### src/source/sys_cfg.svh
`ifndef SYS_CFG_SVH
`define SYS_CFG_SVH

// Frame RAM geometry
`define RAM_ADDR_W 9 // Word address, 512 words, one per tile

// Horizontal timing in pixels, 800 per line
`define H_ACTIVE 640
`define H_FRONT 16
`define H_SYNC 96 // Active low pulse
`define H_BACK 48

// Vertical timing in lines, 525 per frame
`define V_ACTIVE 480
`define V_FRONT 10
`define V_SYNC 2 // Active low pulse
`define V_BACK 33

// Tile grid, 32 x 16 tiles cover the active area
`define TILE_W 20 // Pixels per tile
`define TILE_H 30 // Lines per tile
`define TILE_COLS 32 // Tiles per row, address low bits

// Write issued once when the processor is released
`define INIT_ADDR 1
`define INIT_DATA 1

`endif

### src/source/bus_pkg.sv
`default_nettype none

`include "sys_cfg.svh"

// Processor side of the frame RAM
package bus_pkg;

  // One port A request per clock, no handshake
  // Write happens on every clock with we high
  // Reads are continuous, data one clock later
  typedef struct packed {
    logic                   we;   // Write strobe
    logic [`RAM_ADDR_W-1:0] addr; // Word address
    logic [31:0]            data; // Write data
  } mem_req_t;

endpackage

`default_nettype wire

### src/source/run_control.sv
`timescale 1ns/1ns
`default_nettype none

`include "sys_cfg.svh"

// Keeps the processor parked until the button goes low,
// then seeds one RAM word and lets the processor run
module run_control (
  input  logic              clk,
  input  logic              reset,
  input  logic              btn,       // Active low
  input  bus_pkg::mem_req_t cpu_req,
  output logic              cpu_reset, // High while idle
  output bus_pkg::mem_req_t ram_req    // To frame RAM port A
);

  typedef enum logic {IDLE, RUNNING} state_t;

  state_t state, state_next;
  logic   start;      // Button seen while idle
  logic   init_pulse; // One clock after entering running

  assign start = (state == IDLE) && !btn;

  always_comb begin
    state_next = state; // Hold by default
    case (state)
      IDLE:    if (start) state_next = RUNNING;
      RUNNING: state_next = RUNNING; // No way back short of reset
      default: state_next = IDLE;
    endcase
  end

  always_ff @(posedge clk or posedge reset) begin
    if (reset) begin
      state      <= IDLE;
      cpu_reset  <= 1'b1;
      init_pulse <= 1'b0;
    end else begin
      state      <= state_next;
      cpu_reset  <= (state_next == IDLE); // Drops on the start edge
      init_pulse <= start;                // Exactly one clock wide
    end
  end

  // Port A source select
  always_comb begin
    if (init_pulse) begin
      // Seed write wins over the processor for this cycle
      ram_req.we   = 1'b1;
      ram_req.addr = `RAM_ADDR_W'(`INIT_ADDR);
      ram_req.data = 32'(`INIT_DATA);
    end else if (state == RUNNING) begin
      ram_req = cpu_req; // Straight through
    end else begin
      ram_req = '0; // Idle, processor masked
    end
  end

endmodule

`default_nettype wire

### config.mk
export PLATFORM = sky130hd
export DESIGN_NAME = run_control
export DESIGN_NICKNAME = d
export VERILOG_FILES = /design/src/source/bus_pkg.sv /design/src/source/run_control.sv
export VERILOG_INCLUDE_DIRS = /design/src /design/src/source
export SDC_FILE = /design/constraint.sdc
export NUM_CORES = 1
export LEC_CHECK = 0
export ABC_CLOCK_PERIOD_IN_PS = 1650
export BUFFER_PORTS_ARGS = -buffer_cell sky130_fd_sc_hd__buf_2
export CAP_MARGIN = 20
export CORE_MARGIN = 1
export CORE_UTILIZATION = 29
export CTS_CLUSTER_SIZE = 24
export DETAILED_ROUTE_END_ITERATION = 12
export GPL_ROUTABILITY_DRIVEN = 0
export PLACE_DENSITY = 0.81
export SYNTH_ARGS = -nofsm -noshare
export SYNTH_HDL_FRONTEND = slang
export SYNTH_SLANG_ARGS = --single-unit
### constraint.sdc
create_clock -name clk -period 1.65 [get_ports clk]
set_clock_uncertainty 0.2 [all_clocks]
set_input_delay 0.33 -clock clk [delete_from_list [all_inputs] [get_ports clk]]
set_output_delay 0.33 -clock clk [all_outputs]
set_load 0.02 [all_outputs]
**After elaboration in Yosys (flattened, before gate mapping)**

Cells that the tools add are included.

- Bits in registers: 3
- Latch bits: 0
- Bits in writable memories: 0
- Bits in read-only memories: 0
- Bits of input ports: 45
- Output and inout port bits: 43
- Logic and storage cells: 11
- Memories: 0

- $add $sub $neg: 0
- $mul: 0
- Div/mod/pow operators: 0
- $lt $le $gt $ge: 0
- Equality and inequality tests: 0
- Shifts and indexed selects: 0
- Muxes and demuxes: 4
- Bitwise operators: 2
- Reductions and logical operators: 2

Operator list:

| kind | count |
|---|---|
| 42-bit 2-to-1 mux | 2 |
| 1-bit NOT | 2 |
| 1-bit one-hot mux with 2 select lines | 1 |
| 1-bit logical AND | 1 |
| 1-bit logical NOT | 1 |
| 1-bit 2-to-1 mux | 1 |

**Depth between registers and ports, before layout**

Gate-level depths: netlist of the first run.

- Depth in word-level cells: 5
- Gate-level depth with buffers: 2
- Mapped depth without buffers: 1

**Worst setup path before layout of the first run**

No wires, ideal clock.

- Path kind: register -> output
- From: reg state
- To: out ram_req[34] (netlist bit)
- Arrival: 874 ps
- Required time: 1,120 ps
- Path slack: 246 ps
- Stages on the path, launching flop included: 3
- Buffers on the path: 1
- Cell sequence: dfrtp_1 buf_6 and3b_1

RTL lines:

| what | RTL line | source |
|---|---|---|
| from (decl) | run_control.sv:19 | `state_t state, state_next;` |
| from (signal assigned) | run_control.sv:40 | `state <= state_next;` |
| to (decl) | run_control.sv:14 | `output bus_pkg::mem_req_t ram_req` |

==> impl_metrics.yaml, run 1 <==
cts:
  clk_latency_ns: 0.23
  cts_tree: "built"
  path_clk_slew_ns: 0.04
  clockRootBuffer: "clkbuf_4"
  cts_made_buffers: 3
  htreeDepth: 1
  cts_sinks: 3
  cts.path.max_buffers: 2
detailed_routing:
  wl_um: 2050
  drt_iter0_markers: 4
  drc: 0
  viasPerCell: 4.62
  first_pass_iters: 3
  via_count: 786
  avgRoutedWirePerCell_um: 12.1
  drtAntennaViolNets: 0
placed_design:
  hpwl_um: 1530
  port_buffers: 87
  placed_area_um2: 958
sta:
  min_period_ns: 1.70
  setup_ws_ns: -0.0478
  rsz0062_at_grt: "yes"
  slew_viol_final: 0
  slew_headroom_pct: 90.7
  setup_tns_ns: -0.349
  tightestPinTransition_ns: 0.140
  setup_viol: 23
  fin_crit_sh_pct: 103
  hold_viol_final: 0
  fmax_mhz: 589
run_status:
  status: "finished with violations"
  violations: "negative setup slack"
synthesis:
  synthCells: 57
  syn_area_um2: 527
  synth_warnings: 0
  synth_cell_types: 10
  yosysTopAreaCell: "and3b_1"
  yosysTopAreaCellShare_pct: 64.8
  ys_ff_latch: 3
  synthesis.nets: 102
  yosysSeqAreaShare_pct: 14.5
  syn_avg_cell_area_um2: 9.24
  synth.area.top_cells: "and3b_1 65%, dfrtp_1 9.5%, buf_6 8.6%"
finish:
  nets: 191
  fill_cells: 130
  multi_input_area_um2: 383
  layout_commonest_cell: "buf_2"
  n_antenna_cell: 0
  final_cell_area_um2: 1210
  mostFrequentLayoutCells: "48 x buf_2, 38 x and3b_1, 30 x buf_6, 13 x buf_4"
  drive_above_1_share_pct: 66.2
  seq_area_um2: 76.3
  syn2layout_area_growth_pct: 129
grt:
  grt-ovfl-total: 0
  met2_usage_pct: 42.1
  antenna_found_initial: 0
  use_met3_pct: 2.86
  top_usage_layer: "met2"
  met1_usage_pct: 16.9
  grt_pass1_vias: 674
  grt_max_degree: 26
  grt_util_all_layers_pct: 19.6
  grt_pass1_wl_um: 2820
power:
  leakage_uw: 0.000698
  vdd_drop_max_mv: 0.293
  p_per_area_nw_per_um2: 401
flow_run:
  drv_cap: 0
critical_path:
  crit_fanout: 22
  r2r-start: "state$_DFF_PP0_"
  required_ns: 1.12
  cp-end-kind: "primary output"
  cp-start-kind: "flip-flop"
  r2r_slack_ns: 0.65
  critPathArrivalTime_ns: 1.17
  path_class: "flip-flop to primary output"
  crit_start: "init_pulse$_DFF_PP0_"
die:
  chipHeight_um: 44.6
  dieWidth_um: 44.6
  die_area_um2: 1990
  initial_core_util_pct: 30.8
  num_rows: 15
  ioPinCount: 88
  coreArea_um2: 1710
worst_hold_path:
  worstHoldPathType: "input port to flip-flop"
  hold_start: "btn"
==> path summary, 6_finish.rpt <==
path,end,cells after the start
setup / recovery,ram_req[16],3
hold / removal,init_pulse$_DFF_PP0_,2
setup reg to reg,state$_DFF_PP0_,2
hold reg to reg,init_pulse$_DFF_PP0_,2
max in group asynchronous,cpu_reset$_DFF_PP1_,3
min in group asynchronous,init_pulse$_DFF_PP0_,3
==> cell usage after synthesis, drive strengths merged <==
library cell / number
buf: 8
nor2: 1
and3b: 39
and2b: 1
a21o: 3
inv: 1
dfrtp: 2
dfstp: 1
nand2b: 1
==> per-layer routing <==
layer	routed length [µm]	part of all wire (%)	vias to the layer above
met5	0	0	-
met4	10	0.49	0
met3	148	7.2	2
met2	1200	59	50
met1	689	34	353
li1	-	-	381
==> layout make-up <==
cell class / count / area share [%]
inverters: 1 / 0.311
multi-input cells: 45 / 31.7
well taps: 25 / 2.59
flip-flops and latches: 3 / 6.33
repair buffers: 92 / 56.8
clock buffers: 4 / 2.18
==> power breakdown <==
group	internal [µW]	total [µW]	switching, µW
combinational	152	279	127
sequential	74.1	74.1	0.0000000000000959
clock	90.7	130	39.4
total	316	483	167
==> worst max-delay path: stages (launching register included) <==
cell     delay [ns]
dfrtp_1        0.39
buf_6          0.16
and3b_1        0.25
buf_6          0.13
==> cell families (layout without fill, tap and decap cells) <==
logic type	Yosys count	in the layout	share of synthesized area, %
AND/OR/NAND/NOR	42	42	68.2
buffers and inverters	9	97	13.1
AO/OA/AOI/OAI	3	3	4.28
flip-flops	3	3	14.5
==> metrics by stage <==
step           setup WS [ns]  util, %  power [µW]  cells  hold slack [ns]
6_report             -0.0478     70.6         483    170           0.0795
5_1_grt              -0.0912     70.6         511    170           0.0780
4_1_cts              -0.0502     67.5         471    170           0.0772
3_5_place_dp           0.150     56.1         292    165          0.00326
3_3_place_gp           0.176     56.1         287    165         -0.00682
2_1_floorplan          0.246        -         189     57           -0.117
==> state kept, by name, summed over array words and instances, names as in the netlist <==
name,count
state,1
cpu_reset,1
init_pulse,1
==> timing repair <==
item,CTS,global route
setup endpoints to repair,40,40
endpoints found under the hold margin,3,0
hold buffers,1,0
resized for setup,56,14
setup buffers,0,0
Note: power is estimated with default switching activity, not from simulation.
==> run 2: changes to the inputs <==
- PLACE_DENSITY: 0.81 -> 0.86
==> impl_metrics.yaml, run 2 (synthesis gave the netlist of run 1 again) <==
worst_hold_path:
  hold_start: "btn"
  hold_end: "init_pulse$_DFF_PP0_"
  worstHoldPathType: "input port to flip-flop"
  worstHoldPathCells: 2
detailed_routing:
  met2_wirelength_um: 1380
  drt_iter0_markers: 5
  first_pass_iters: 4
  wl_um: 2350
  viasPerCell: 4.81
  via_count: 837
  route.met3.wl_um: 187
  drc: 0
  avgRoutedWirePerCell_um: 13.5
  drtAntennaViolNets: 0
  highest_layer: "met4"
  m1WireLength_um: 768
cts:
  clockRootBuffer: "clkbuf_4"
  cts.path.max_buffers: 2
  path_clk_slew_ns: 0.04
  cts_tree: "built"
  cts_sinks: 3
  cts_made_buffers: 3
  clk_latency_ns: 0.23
  htreeDepth: 1
sta:
  slew_headroom_pct: 90.7
  setup_viol: 42
  rsz0062_at_grt: "yes"
  slew_viol_final: 0
  setup_ws_ns: -0.0670
  fin_crit_sh_pct: 104
  fmax_mhz: 582
  tightestPinTransition_ns: 0.139
  min_period_ns: 1.72
  hold_viol_final: 0
critical_path:
  cp-end-kind: "primary output"
  r2r_slack_ns: 0.46
  r2r-start: "state$_DFF_PP0_"
  r2r_cells: 3
  cp-start-kind: "flip-flop"
  r2r_end: "cpu_reset$_DFF_PP1_"
  required_ns: 1.12
  crit_fanout: 23
  critPathArrivalTime_ns: 1.19
  path_class: "flip-flop to primary output"
power:
  p_per_area_nw_per_um2: 380
  leakage_uw: 0.000735
  vdd_drop_max_mv: 0.429
  total_power_uw: 484
die:
  chipHeight_um: 44.6
  coreArea_um2: 1710
  initial_core_util_pct: 30.8
  ioPinCount: 88
  die_area_um2: 1990
  dieWidth_um: 44.6
  num_rows: 15
grt:
  grt_util_all_layers_pct: 20.7
  grt_max_degree: 46
  antenna_found_initial: 0
  grt_pass1_wl_um: 2970
  grt-ovfl-total: 0
  grt_pass1_vias: 739
finish:
  mostFrequentLayoutCells: "48 x buf_2, 38 x and3b_1, 32 x buf_6, 13 x buf_4"
  fin_util_pct: 74.7
  n_antenna_cell: 0
  final_cell_area_um2: 1270
  top_regs: "cpu_reset: 1 flops, init_pulse: 1 flops, state: 1 flops"
  nets: 195
  drive_above_1_share_pct: 67.8
  syn2layout_area_growth_pct: 142
  layout_commonest_cell: "buf_2"
placed_design:
  pre_cts_slack_ns: 0.135
  port_buffers: 87
  placed_area_um2: 958
  hpwl_um: 1520
run_status:
  status: "finished with violations"
  violations: "negative setup slack"
flow_run:
  drv_cap: 0
[run 2: layer usage]
metal  GRT usage, %  up-vias
li1               -      391
met4           7.88        0
met1           17.2      390
met2           44.7       52
met3           4.90        4
met5              0        -
[run 2: where the power goes]
group	switching (µW)	internal [µW]
Combinational	128	154
Clock	37.3	90.6
Sequential	0.000000000000185	74.0
Total	165	319
[run 2: worst max-delay path by stage]
stage / cells past startpoint / endpoint / startpoint
floorplan: 2 / ram_req[34] / state$_DFF_PP0_
global placement: 3 / ram_req[40] / init_pulse$_DFF_PP0_
global route: 3 / ram_req[40] / state$_DFF_PP0_
detailed placement: 3 / ram_req[22] / state$_DFF_PP0_
CTS: 3 / ram_req[22] / init_pulse$_DFF_PP0_
finish: 3 / ram_req[40] / state$_DFF_PP0_
[run 2: critical path: stages, from the launching register on]
cell and delay [ns]:
dfrtp_2 0.44, buf_12 0.17, and3b_2 0.21, buf_6 0.13
[run 2: timing repair]
action	CTS	global route
setup endpoints to repair	42	42
cloned	0	2
buffers inserted	0	2
endpoints found under the hold margin	3	0
hold buffers	1	0
gates resized for setup	52	23
[run 2: metrics by stage]
step | TNS [ns] | std cells | hold slack, ns
detailed placement | 0 | 165 | 0.00106
finish | -1.28 | 174 | 0.0791
CTS | -0.819 | 170 | 0.0765
floorplan | 0 | 57 | -0.117
global route | -2.95 | 174 | 0.0811
global placement | 0 | 165 | -0.00814
[run 2: layout make-up]
class,instances,area (µm²)
clock buffer,4,26.3
fill,113,433
inverter,1,3.75
multi-input combinational,45,383
sequential,3,77.6
tap,25,31.3
timing repair buffer,96,753
