`src/source/sys_cfg.svh`:
```
`ifndef SYS_CFG_SVH
`define SYS_CFG_SVH

// Frame RAM geometry
`define RAM_ADDR_W 9 // Word address, 512 words, one per tile

// Horizontal timing in pixels, 800 per line
`define H_ACTIVE 640
`define H_FRONT 16
`define H_SYNC 96 // Active low pulse
`define H_BACK 48

// Vertical timing in lines, 525 per frame
`define V_ACTIVE 480
`define V_FRONT 10
`define V_SYNC 2 // Active low pulse
`define V_BACK 33

// Tile grid, 32 x 16 tiles cover the active area
`define TILE_W 20 // Pixels per tile
`define TILE_H 30 // Lines per tile
`define TILE_COLS 32 // Tiles per row, address low bits

// Write issued once when the processor is released
`define INIT_ADDR 1
`define INIT_DATA 1

`endif

```
`src/source/video_pkg.sv`:
```
`default_nettype none

// Types on the display side
package video_pkg;

  // 24 bit color, r in the top byte as in the RAM word
  typedef struct packed {
    logic [7:0] r;
    logic [7:0] g;
    logic [7:0] b;
  } rgb_t;

  // Everything the monitor and DAC see, sampled together
  // Syncs are active low
  typedef struct packed {
    logic hsync;   // Horizontal sync
    logic vsync;   // Vertical sync
    logic sync_b;  // Composite sync, hsync & vsync
    logic blank_b; // Low outside the active area
    rgb_t color;   // Black while blanked
  } video_out_t;

endpackage

`default_nettype wire

```
`src/source/vga_scan.sv`:
```
`timescale 1ns/1ns
`default_nettype none

`include "sys_cfg.svh"

// 640x480 scanner, one pixel per two clocks
// Tile counters run beside the raster counters so the
// RAM address is just {row, col}
module vga_scan (
  input  logic                    clk,
  input  logic                    reset,
  output logic [`RAM_ADDR_W-1:0]  vga_addr, // Tile word address
  input  logic [31:0]             vga_data, // Word for vga_addr, one clock late
  output video_pkg::video_out_t   video
);

  localparam int H_TOTAL = `H_ACTIVE + `H_FRONT + `H_SYNC + `H_BACK;
  localparam int V_TOTAL = `V_ACTIVE + `V_FRONT + `V_SYNC + `V_BACK;
  localparam int H_W = $clog2(H_TOTAL);
  localparam int V_W = $clog2(V_TOTAL);
  localparam int COL_W = $clog2(`TILE_COLS);
  localparam int ROW_W = `RAM_ADDR_W - COL_W; // Remaining address bits
  localparam int SX_W = $clog2(`TILE_W);
  localparam int SY_W = $clog2(`TILE_H);

  localparam logic [H_W-1:0] H_LAST = H_W'(H_TOTAL - 1);
  localparam logic [H_W-1:0] H_ACT = H_W'(`H_ACTIVE);
  localparam logic [H_W-1:0] HS_START = H_W'(`H_ACTIVE + `H_FRONT);
  localparam logic [H_W-1:0] HS_END = H_W'(`H_ACTIVE + `H_FRONT + `H_SYNC);
  localparam logic [V_W-1:0] V_LAST = V_W'(V_TOTAL - 1);
  localparam logic [V_W-1:0] V_ACT = V_W'(`V_ACTIVE);
  localparam logic [V_W-1:0] VS_START = V_W'(`V_ACTIVE + `V_FRONT);
  localparam logic [V_W-1:0] VS_END = V_W'(`V_ACTIVE + `V_FRONT + `V_SYNC);
  localparam logic [SX_W-1:0] SX_LAST = SX_W'(`TILE_W - 1);
  localparam logic [SY_W-1:0] SY_LAST = SY_W'(`TILE_H - 1);

  logic             pix_en;   // High on every second clock
  logic [H_W-1:0]   h_cnt;    // Pixel in line
  logic [V_W-1:0]   v_cnt;    // Line in frame
  logic [SX_W-1:0]  sub_x;    // Pixel within tile
  logic [SY_W-1:0]  sub_y;    // Line within tile
  logic [COL_W-1:0] tile_col;
  logic [ROW_W-1:0] tile_row;
  logic             line_end; // Last pixel of a line, on pix_en
  logic             h_active;
  logic             v_active;
  logic             hsync_now;  // Raw syncs, active low
  logic             vsync_now;
  logic             s1_hsync;   // One clock behind, matches RAM latency
  logic             s1_vsync;
  logic             s1_active;

  assign line_end = pix_en && (h_cnt == H_LAST);
  assign h_active = h_cnt < H_ACT;
  assign v_active = v_cnt < V_ACT;
  assign hsync_now = !((h_cnt >= HS_START) && (h_cnt < HS_END));
  assign vsync_now = !((v_cnt >= VS_START) && (v_cnt < VS_END));
  assign vga_addr = {tile_row, tile_col};

  always_ff @(posedge clk or posedge reset) begin
    if (reset) pix_en <= 1'b0;
    else       pix_en <= !pix_en; // Half rate
  end

  // Raster counters
  always_ff @(posedge clk or posedge reset) begin
    if (reset) begin
      h_cnt <= '0;
      v_cnt <= '0;
    end else if (pix_en) begin
      if (h_cnt == H_LAST) begin
        h_cnt <= '0;
        v_cnt <= (v_cnt == V_LAST) ? '0 : v_cnt + 1'b1; // Frame wrap
      end else begin
        h_cnt <= h_cnt + 1'b1;
      end
    end
  end

  // Tile column, steps every TILE_W pixels in the active part
  always_ff @(posedge clk or posedge reset) begin
    if (reset) begin
      sub_x    <= '0;
      tile_col <= '0;
    end else if (line_end) begin
      sub_x    <= '0;
      tile_col <= '0;
    end else if (pix_en && h_active) begin
      if (sub_x == SX_LAST) begin
        sub_x    <= '0;
        tile_col <= tile_col + 1'b1; // Wraps to 0 after the last column
      end else begin
        sub_x <= sub_x + 1'b1;
      end
    end
  end

  // Tile row, steps every TILE_H lines
  always_ff @(posedge clk or posedge reset) begin
    if (reset) begin
      sub_y    <= '0;
      tile_row <= '0;
    end else if (line_end) begin
      if (v_cnt == V_LAST) begin
        sub_y    <= '0;
        tile_row <= '0;
      end else if (v_active) begin
        if (sub_y == SY_LAST) begin
          sub_y    <= '0;
          tile_row <= tile_row + 1'b1;
        end else begin
          sub_y <= sub_y + 1'b1;
        end
      end
    end
  end

  // Delay stage, every clock, lines up with the RAM read
  always_ff @(posedge clk or posedge reset) begin
    if (reset) begin
      s1_hsync  <= 1'b1;
      s1_vsync  <= 1'b1;
      s1_active <= 1'b0;
    end else begin
      s1_hsync  <= hsync_now;
      s1_vsync  <= vsync_now;
      s1_active <= h_active && v_active;
    end
  end

  // Output register, all video signals change together
  always_ff @(posedge clk or posedge reset) begin
    if (reset) begin
      video.hsync   <= 1'b1;
      video.vsync   <= 1'b1;
      video.sync_b  <= 1'b1;
      video.blank_b <= 1'b0;
      video.color   <= '0;
    end else begin
      video.hsync   <= s1_hsync;
      video.vsync   <= s1_vsync;
      video.sync_b  <= s1_hsync & s1_vsync;
      video.blank_b <= s1_active;
      video.color   <= s1_active ? video_pkg::rgb_t'(vga_data[23:0]) : '0; // Top byte unused
    end
  end

endmodule

`default_nettype wire

```
`config.mk`:
```
export PLATFORM = sky130hd
export DESIGN_NAME = vga_scan
export DESIGN_NICKNAME = d
export VERILOG_FILES = /design/src/source/video_pkg.sv /design/src/source/vga_scan.sv
export VERILOG_INCLUDE_DIRS = /design/src /design/src/source
export SDC_FILE = /design/constraint.sdc
export NUM_CORES = 1
export LEC_CHECK = 0
export ABC_CLOCK_PERIOD_IN_PS = 2360
export BUFFER_PORTS_ARGS = -buffer_cell sky130_fd_sc_hd__buf_2
export CAP_MARGIN = 20
export CORE_MARGIN = 4
export CORE_UTILIZATION = 48
export CTS_CLUSTER_SIZE = 30
export DETAILED_ROUTE_END_ITERATION = 10
export PLACE_DENSITY = 0.79
export SYNTH_ARGS = -nofsm -noshare
export SYNTH_HDL_FRONTEND = slang
export SYNTH_SLANG_ARGS = --single-unit
```
`constraint.sdc`:
```
create_clock -name clk -period 2.36 [get_ports clk]
set_clock_uncertainty 0.2 [all_clocks]
set_input_delay 0.236 -clock clk [delete_from_list [all_inputs] [get_ports clk]]
set_output_delay 0.236 -clock clk [all_outputs]
set_load 0.03 [all_outputs]
```
Yosys cells after proc, flatten, opt, wreduce, memory -nomap -nowiden
Index checks and enable logic that the tools add are counted.
{"block": "word_totals", "register_bits": 71}
{"block": "classes", "n_eq_ne": 4, "reduce_logical": 16, "muxes": 15, "n_bitwise": 1, "magnitude_cmp": 6, "n_addsub": 6}
{"op": "two-way mux 5 bit", "count": 9}
{"op": "two-way mux 24 bit", "count": 1}
{"op": "adder 10 x 1 -> 10 bit, second input constant", "count": 2}
{"op": "equality test 10 bit, second input constant", "count": 2}
{"op": "< comparator 10 bit, second input constant", "count": 2}
{"op": "< comparator 10 x 9 -> 1 bit, second input constant", "count": 2}
{"op": "two-way mux 10 bit", "count": 2}
{"op": "adder 5 x 1 -> 5 bit, second input constant", "count": 3}
{"op": "two-way mux 4 bit", "count": 3}
{"op": "equality test 5 bit, second input constant", "count": 2}
{"op": ">= comparator 10 bit, second input constant", "count": 1}
{"op": ">= comparator 10 x 9 -> 1 bit, second input constant", "count": 1}
{"op": "nonzero test 2 bit", "count": 4}
{"op": "AND reduction 2 bit", "count": 3}
{"op": "logical AND 1 bit", "count": 5}
{"op": "adder 4 x 1 -> 4 bit, second input constant", "count": 1}
{"op": "logical NOT 1 bit", "count": 3}
{"op": "AND reduction 3 bit", "count": 1}
{"op": "bitwise AND 1 bit", "count": 1}

Longest topological paths before layout
{"block": "depth", "word_depth": 4, "depth_mapped": 8, "depth_no_buf": 7}

Worst setup path after synthesis
No wires, ideal clock.
{"block": "synth_timing", "path_type": "register -> register", "from": "register sub_x[0]", "to": "register tile_col[4]", "synth_period_minus_slack_ps": 2184, "setup_slack_ps": 176, "path_stages_with_launch": 7, "arrival_time_ps": 1897, "path_cell_list": "dfrtp_1 > ha_1 > or4bb_1 > a21oi_1 > o21ai_1 > or4_1 > o211ai_1"}
{"block": "synth_via", "elab_chain_cells": 3}
{"item": "from (decl)", "line": "vga_scan.sv:40", "rtl": "logic [SX_W-1:0] sub_x;"}
{"item": "from (signal assigned)", "line": "vga_scan.sv:93", "rtl": "sub_x <= sub_x + 1'b1;"}
{"item": "equality test 5 bit", "line": "vga_scan.sv:89", "rtl": "if (sub_x == SX_LAST) begin"}
{"item": "nonzero test 2 bit (no line)"}
{"item": "AND reduction 2 bit (no line)"}
{"item": "to (signal assigned)", "line": "vga_scan.sv:91", "rtl": "tile_col <= tile_col + 1'b1;"}
{"item": "to (decl)", "line": "vga_scan.sv:42", "rtl": "logic [COL_W-1:0] tile_col;"}
No other way between the ends.
A chain may end at the register's enable or synchronous reset.

Final worst setup path
Ends and elaborated chain as after synthesis.

==> impl_metrics.tcl <==
set metrics [dict create \
    yosysUniqueCellTypes 41 \
    wirelength_mm 7.117 \
    ys_async_sr_fraction_pct 100.0 \
    grt_pass1_vias 2408 \
    clk_latency_ns 0.34 \
    dp.cells 438 \
    tns_ns 0 \
    syn2layout_area_growth_pct 30.85 \
    vias_per_cell 5.291 \
    clk_root_buffer_cell "clkbuf_8" \
    drc 0 \
    finalCriticalPeriod_ns 2.309 \
    place_ws_ns 0.04819 \
    diodes 0 \
    cap_violations 0 \
    grt_first_pass_wirelength_mm 11.21 \
    finalHoldViolations 0 \
    crit_path_end_kind "register" \
    grt.overflow.total 0 \
    core_area_um2 6350 \
    clk_path_buf_depth 2 \
    use_met3_pct 3.818 \
    track_usage_pct 18.37 \
    synth.avg_cell_area_um2 10.53 \
    drive_gt1_share_pct 27.23 \
    via_count 2545 \
    die_w_um 88.87 \
    clk_pin_slew_ns 0.08 \
    wl_per_cell_um 14.80 \
    syn-num-nets 341 \
    dp_hpwl_mm 4.404 \
    grt_max_degree 48 \
    setup_slack_ns 0.05100 \
    whs_ns 0.1624 \
    fmax_mhz 433.1 \
    netlist_area_um2 3139 \
    synth_edf_count 0 \
    placement_rows 29 \
    ys_seq_elements 71 \
    worst-endpoint-arrival_ns 2.36 \
    total_power_w 0.002468 \
    ctsHtreeMaxLevel 3 \
    min_path_type "register to register" \
    cts_made_buffers 9 \
    boundaryPins 71 \
    dieHeight_um 88.87 \
    p_leak_nw 1.861 \
    start_util_pct 49.44 \
    fin_crit_sh_pct 97.84 \
    finalNetCount 442 \
    setup_viol 0 \
    maxSlewHeadroom_pct 62.75 \
    cts_sinks 71 \
    antenna_left 0 \
    dieArea_um2 7898 \
    detail_route.first_pass.iterations 4 \
    path_max_fanout 5 \
    drt_iter0_markers 126 \
    cts_tree "done" \
    yosysWarnings 0 \
    outcome "completed" \
    yosysSeqAreaShare_pct 56.80 \
    synth_cells 298 \
    synth_ff_type "dfrtp_1" \
    final_cells 481 \
    antenna_found_initial 0 \
    start_kind "register" \
    gp_congestion 0.7992 \
    use_met1_pct 23.50 \
    gr-usage-met2_pct 30.36 \
    power_per_cell_area_nw_per_um2 600.9 \
    irDropWorstVdd_v 0.0005070 \
    slew_violations 0 \
    io_buffers 62 \
    critical_path_class "register to register" \
    grt_busiest_layer "met2" \
    cp.required_ns 2.41 \
    worst_pin_slew_ns 0.5588 \
]
state kept, by name, summed over array words and instances (netlist names):
signal,count
h_cnt,10
pix_en,1
s1_active,1
s1_hsync,1
s1_vsync,1
sub_x,5
sub_y,5
tile_col,5
tile_row,4
v_cnt,10
video,28
per-stage QoR:
step                util (%)  cell area, µm²
floorplan                  -            3139
global placement       56.59            3593
detailed placement     56.59            3593
CTS                    63.98            4063
global route           64.69            4108
finish                 64.69            4108
metal layers:
layer  share of wire, %  wire length (µm)
met4               0.84                60
met1                 45              3180
met3                6.5               462
met2                 48              3415
met5                  0                 0
cells in the final DEF, fill, tap and decap left out, drive strengths merged, types with 2 or more instances in the layout:
cell type	instances
nand3b	2
nand2b	4
dfstp	5
or2	3
nor3	6
nand3	20
and4	2
xor2	5
ha	9
dfrtp	66
dlygate4sd3	25
and2	26
nand2	35
o211ai	2
inv	11
a21oi	8
bufinv	2
nor2	11
xnor2	7
and3	2
nand4	8
nor4	5
clkbuf	9
o31ai	6
or4	3
or3	2
nor2b	3
clkinv	3
o21ai	29
buf	75
Yosys cell counts, types with 2 or more instances:
| master | count | share of area (%) |
|---|---|---|
| nand3b_1 | 2 | 0.48 |
| and2_1 | 26 | 5.2 |
| nor2b_1 | 3 | 0.60 |
| o211ai_1 | 2 | 0.48 |
| inv_1 | 10 | 1.2 |
| and3_1 | 2 | 0.40 |
| dfrtp_1 | 66 | 53 |
| dfstp_2 | 5 | 4.2 |
| a21oi_1 | 8 | 1.3 |
| nor4_1 | 3 | 0.60 |
| buf_2 | 2 | 0.32 |
| or3_1 | 2 | 0.40 |
| ha_1 | 9 | 3.6 |
| o31ai_1 | 6 | 1.4 |
| xor2_1 | 5 | 1.4 |
| nand2_1 | 35 | 4.2 |
| o21ai_0 | 28 | 4.5 |
| nand4_1 | 8 | 1.6 |
| clkbuf_1 | 7 | 0.84 |
| and4_1 | 2 | 0.56 |
| or2_2 | 2 | 0.40 |
| xnor2_1 | 7 | 2.0 |
| or4_1 | 3 | 0.72 |
| nand3_1 | 20 | 3.2 |
| nor3_1 | 5 | 0.80 |
| nand2b_1 | 4 | 0.80 |
| nor2_1 | 11 | 1.3 |
| nor4_2 | 2 | 0.80 |
critical path, stage by stage (launching register included):
cell and delay (ns):
dfrtp_1 0.39, ha_2 0.20, or4bb_4 0.56, a21oi_4 0.17, o21ai_2 0.12, or4_1 0.48
o211ai_1 0.10
path summary, 6_finish.rpt:
kind	end	cells after the start	start	slack, ns
worst max-delay path	tile_col[4]	6	sub_x[0]	0.05
worst min-delay path	video[27]	0	s1_hsync	0.16
worst max register to register	tile_col[4]	6	sub_x[0]	0.05
worst min register to register	video[27]	0	s1_hsync	0.16
max in group asynchronous	video[26]	4	reset	0.96
min in group asynchronous	video[7]	3	reset	0.30
where the power goes:
| part | total (W) | internal (W) | switching, W |
|---|---|---|---|
| clock network | 0.00106 | 0.000597 | 0.000467 |
| logic | 0.000163 | 0.0000696 | 0.0000932 |
| registers | 0.00124 | 0.00124 | 0.00000570 |
logic make-up (layout without fill, tap and decap cells):
group,count (synthesis),count (layout),synth area share [%]
fa+ha+maj,9,9,3.587
xor+xnor,12,12,3.348
compound gates,49,49,8.848
simple gates,136,136,24.39
buf+inv,20,126,2.711
flops,71,71,56.80
mux,1,1,0.3189
area by class of cell:
class	instances	area [µm²]
clock buffers	9	123.9
multi-input cells	207	1301
clock inverters	7	95.09
flip-flops and latches	71	1783
well taps	77	96.34
repair buffers	100	670.6
inverters	10	37.54
fillers	478	2242
repair_timing:
action	4_1_cts	5_1_grt
endpoints found under the hold margin	48	0
hold buffers	25	0
endpoints found under the setup margin	0	4
buffers inserted	0	2
gates resized for setup	0	7
(Power assumes the default switching activity.)
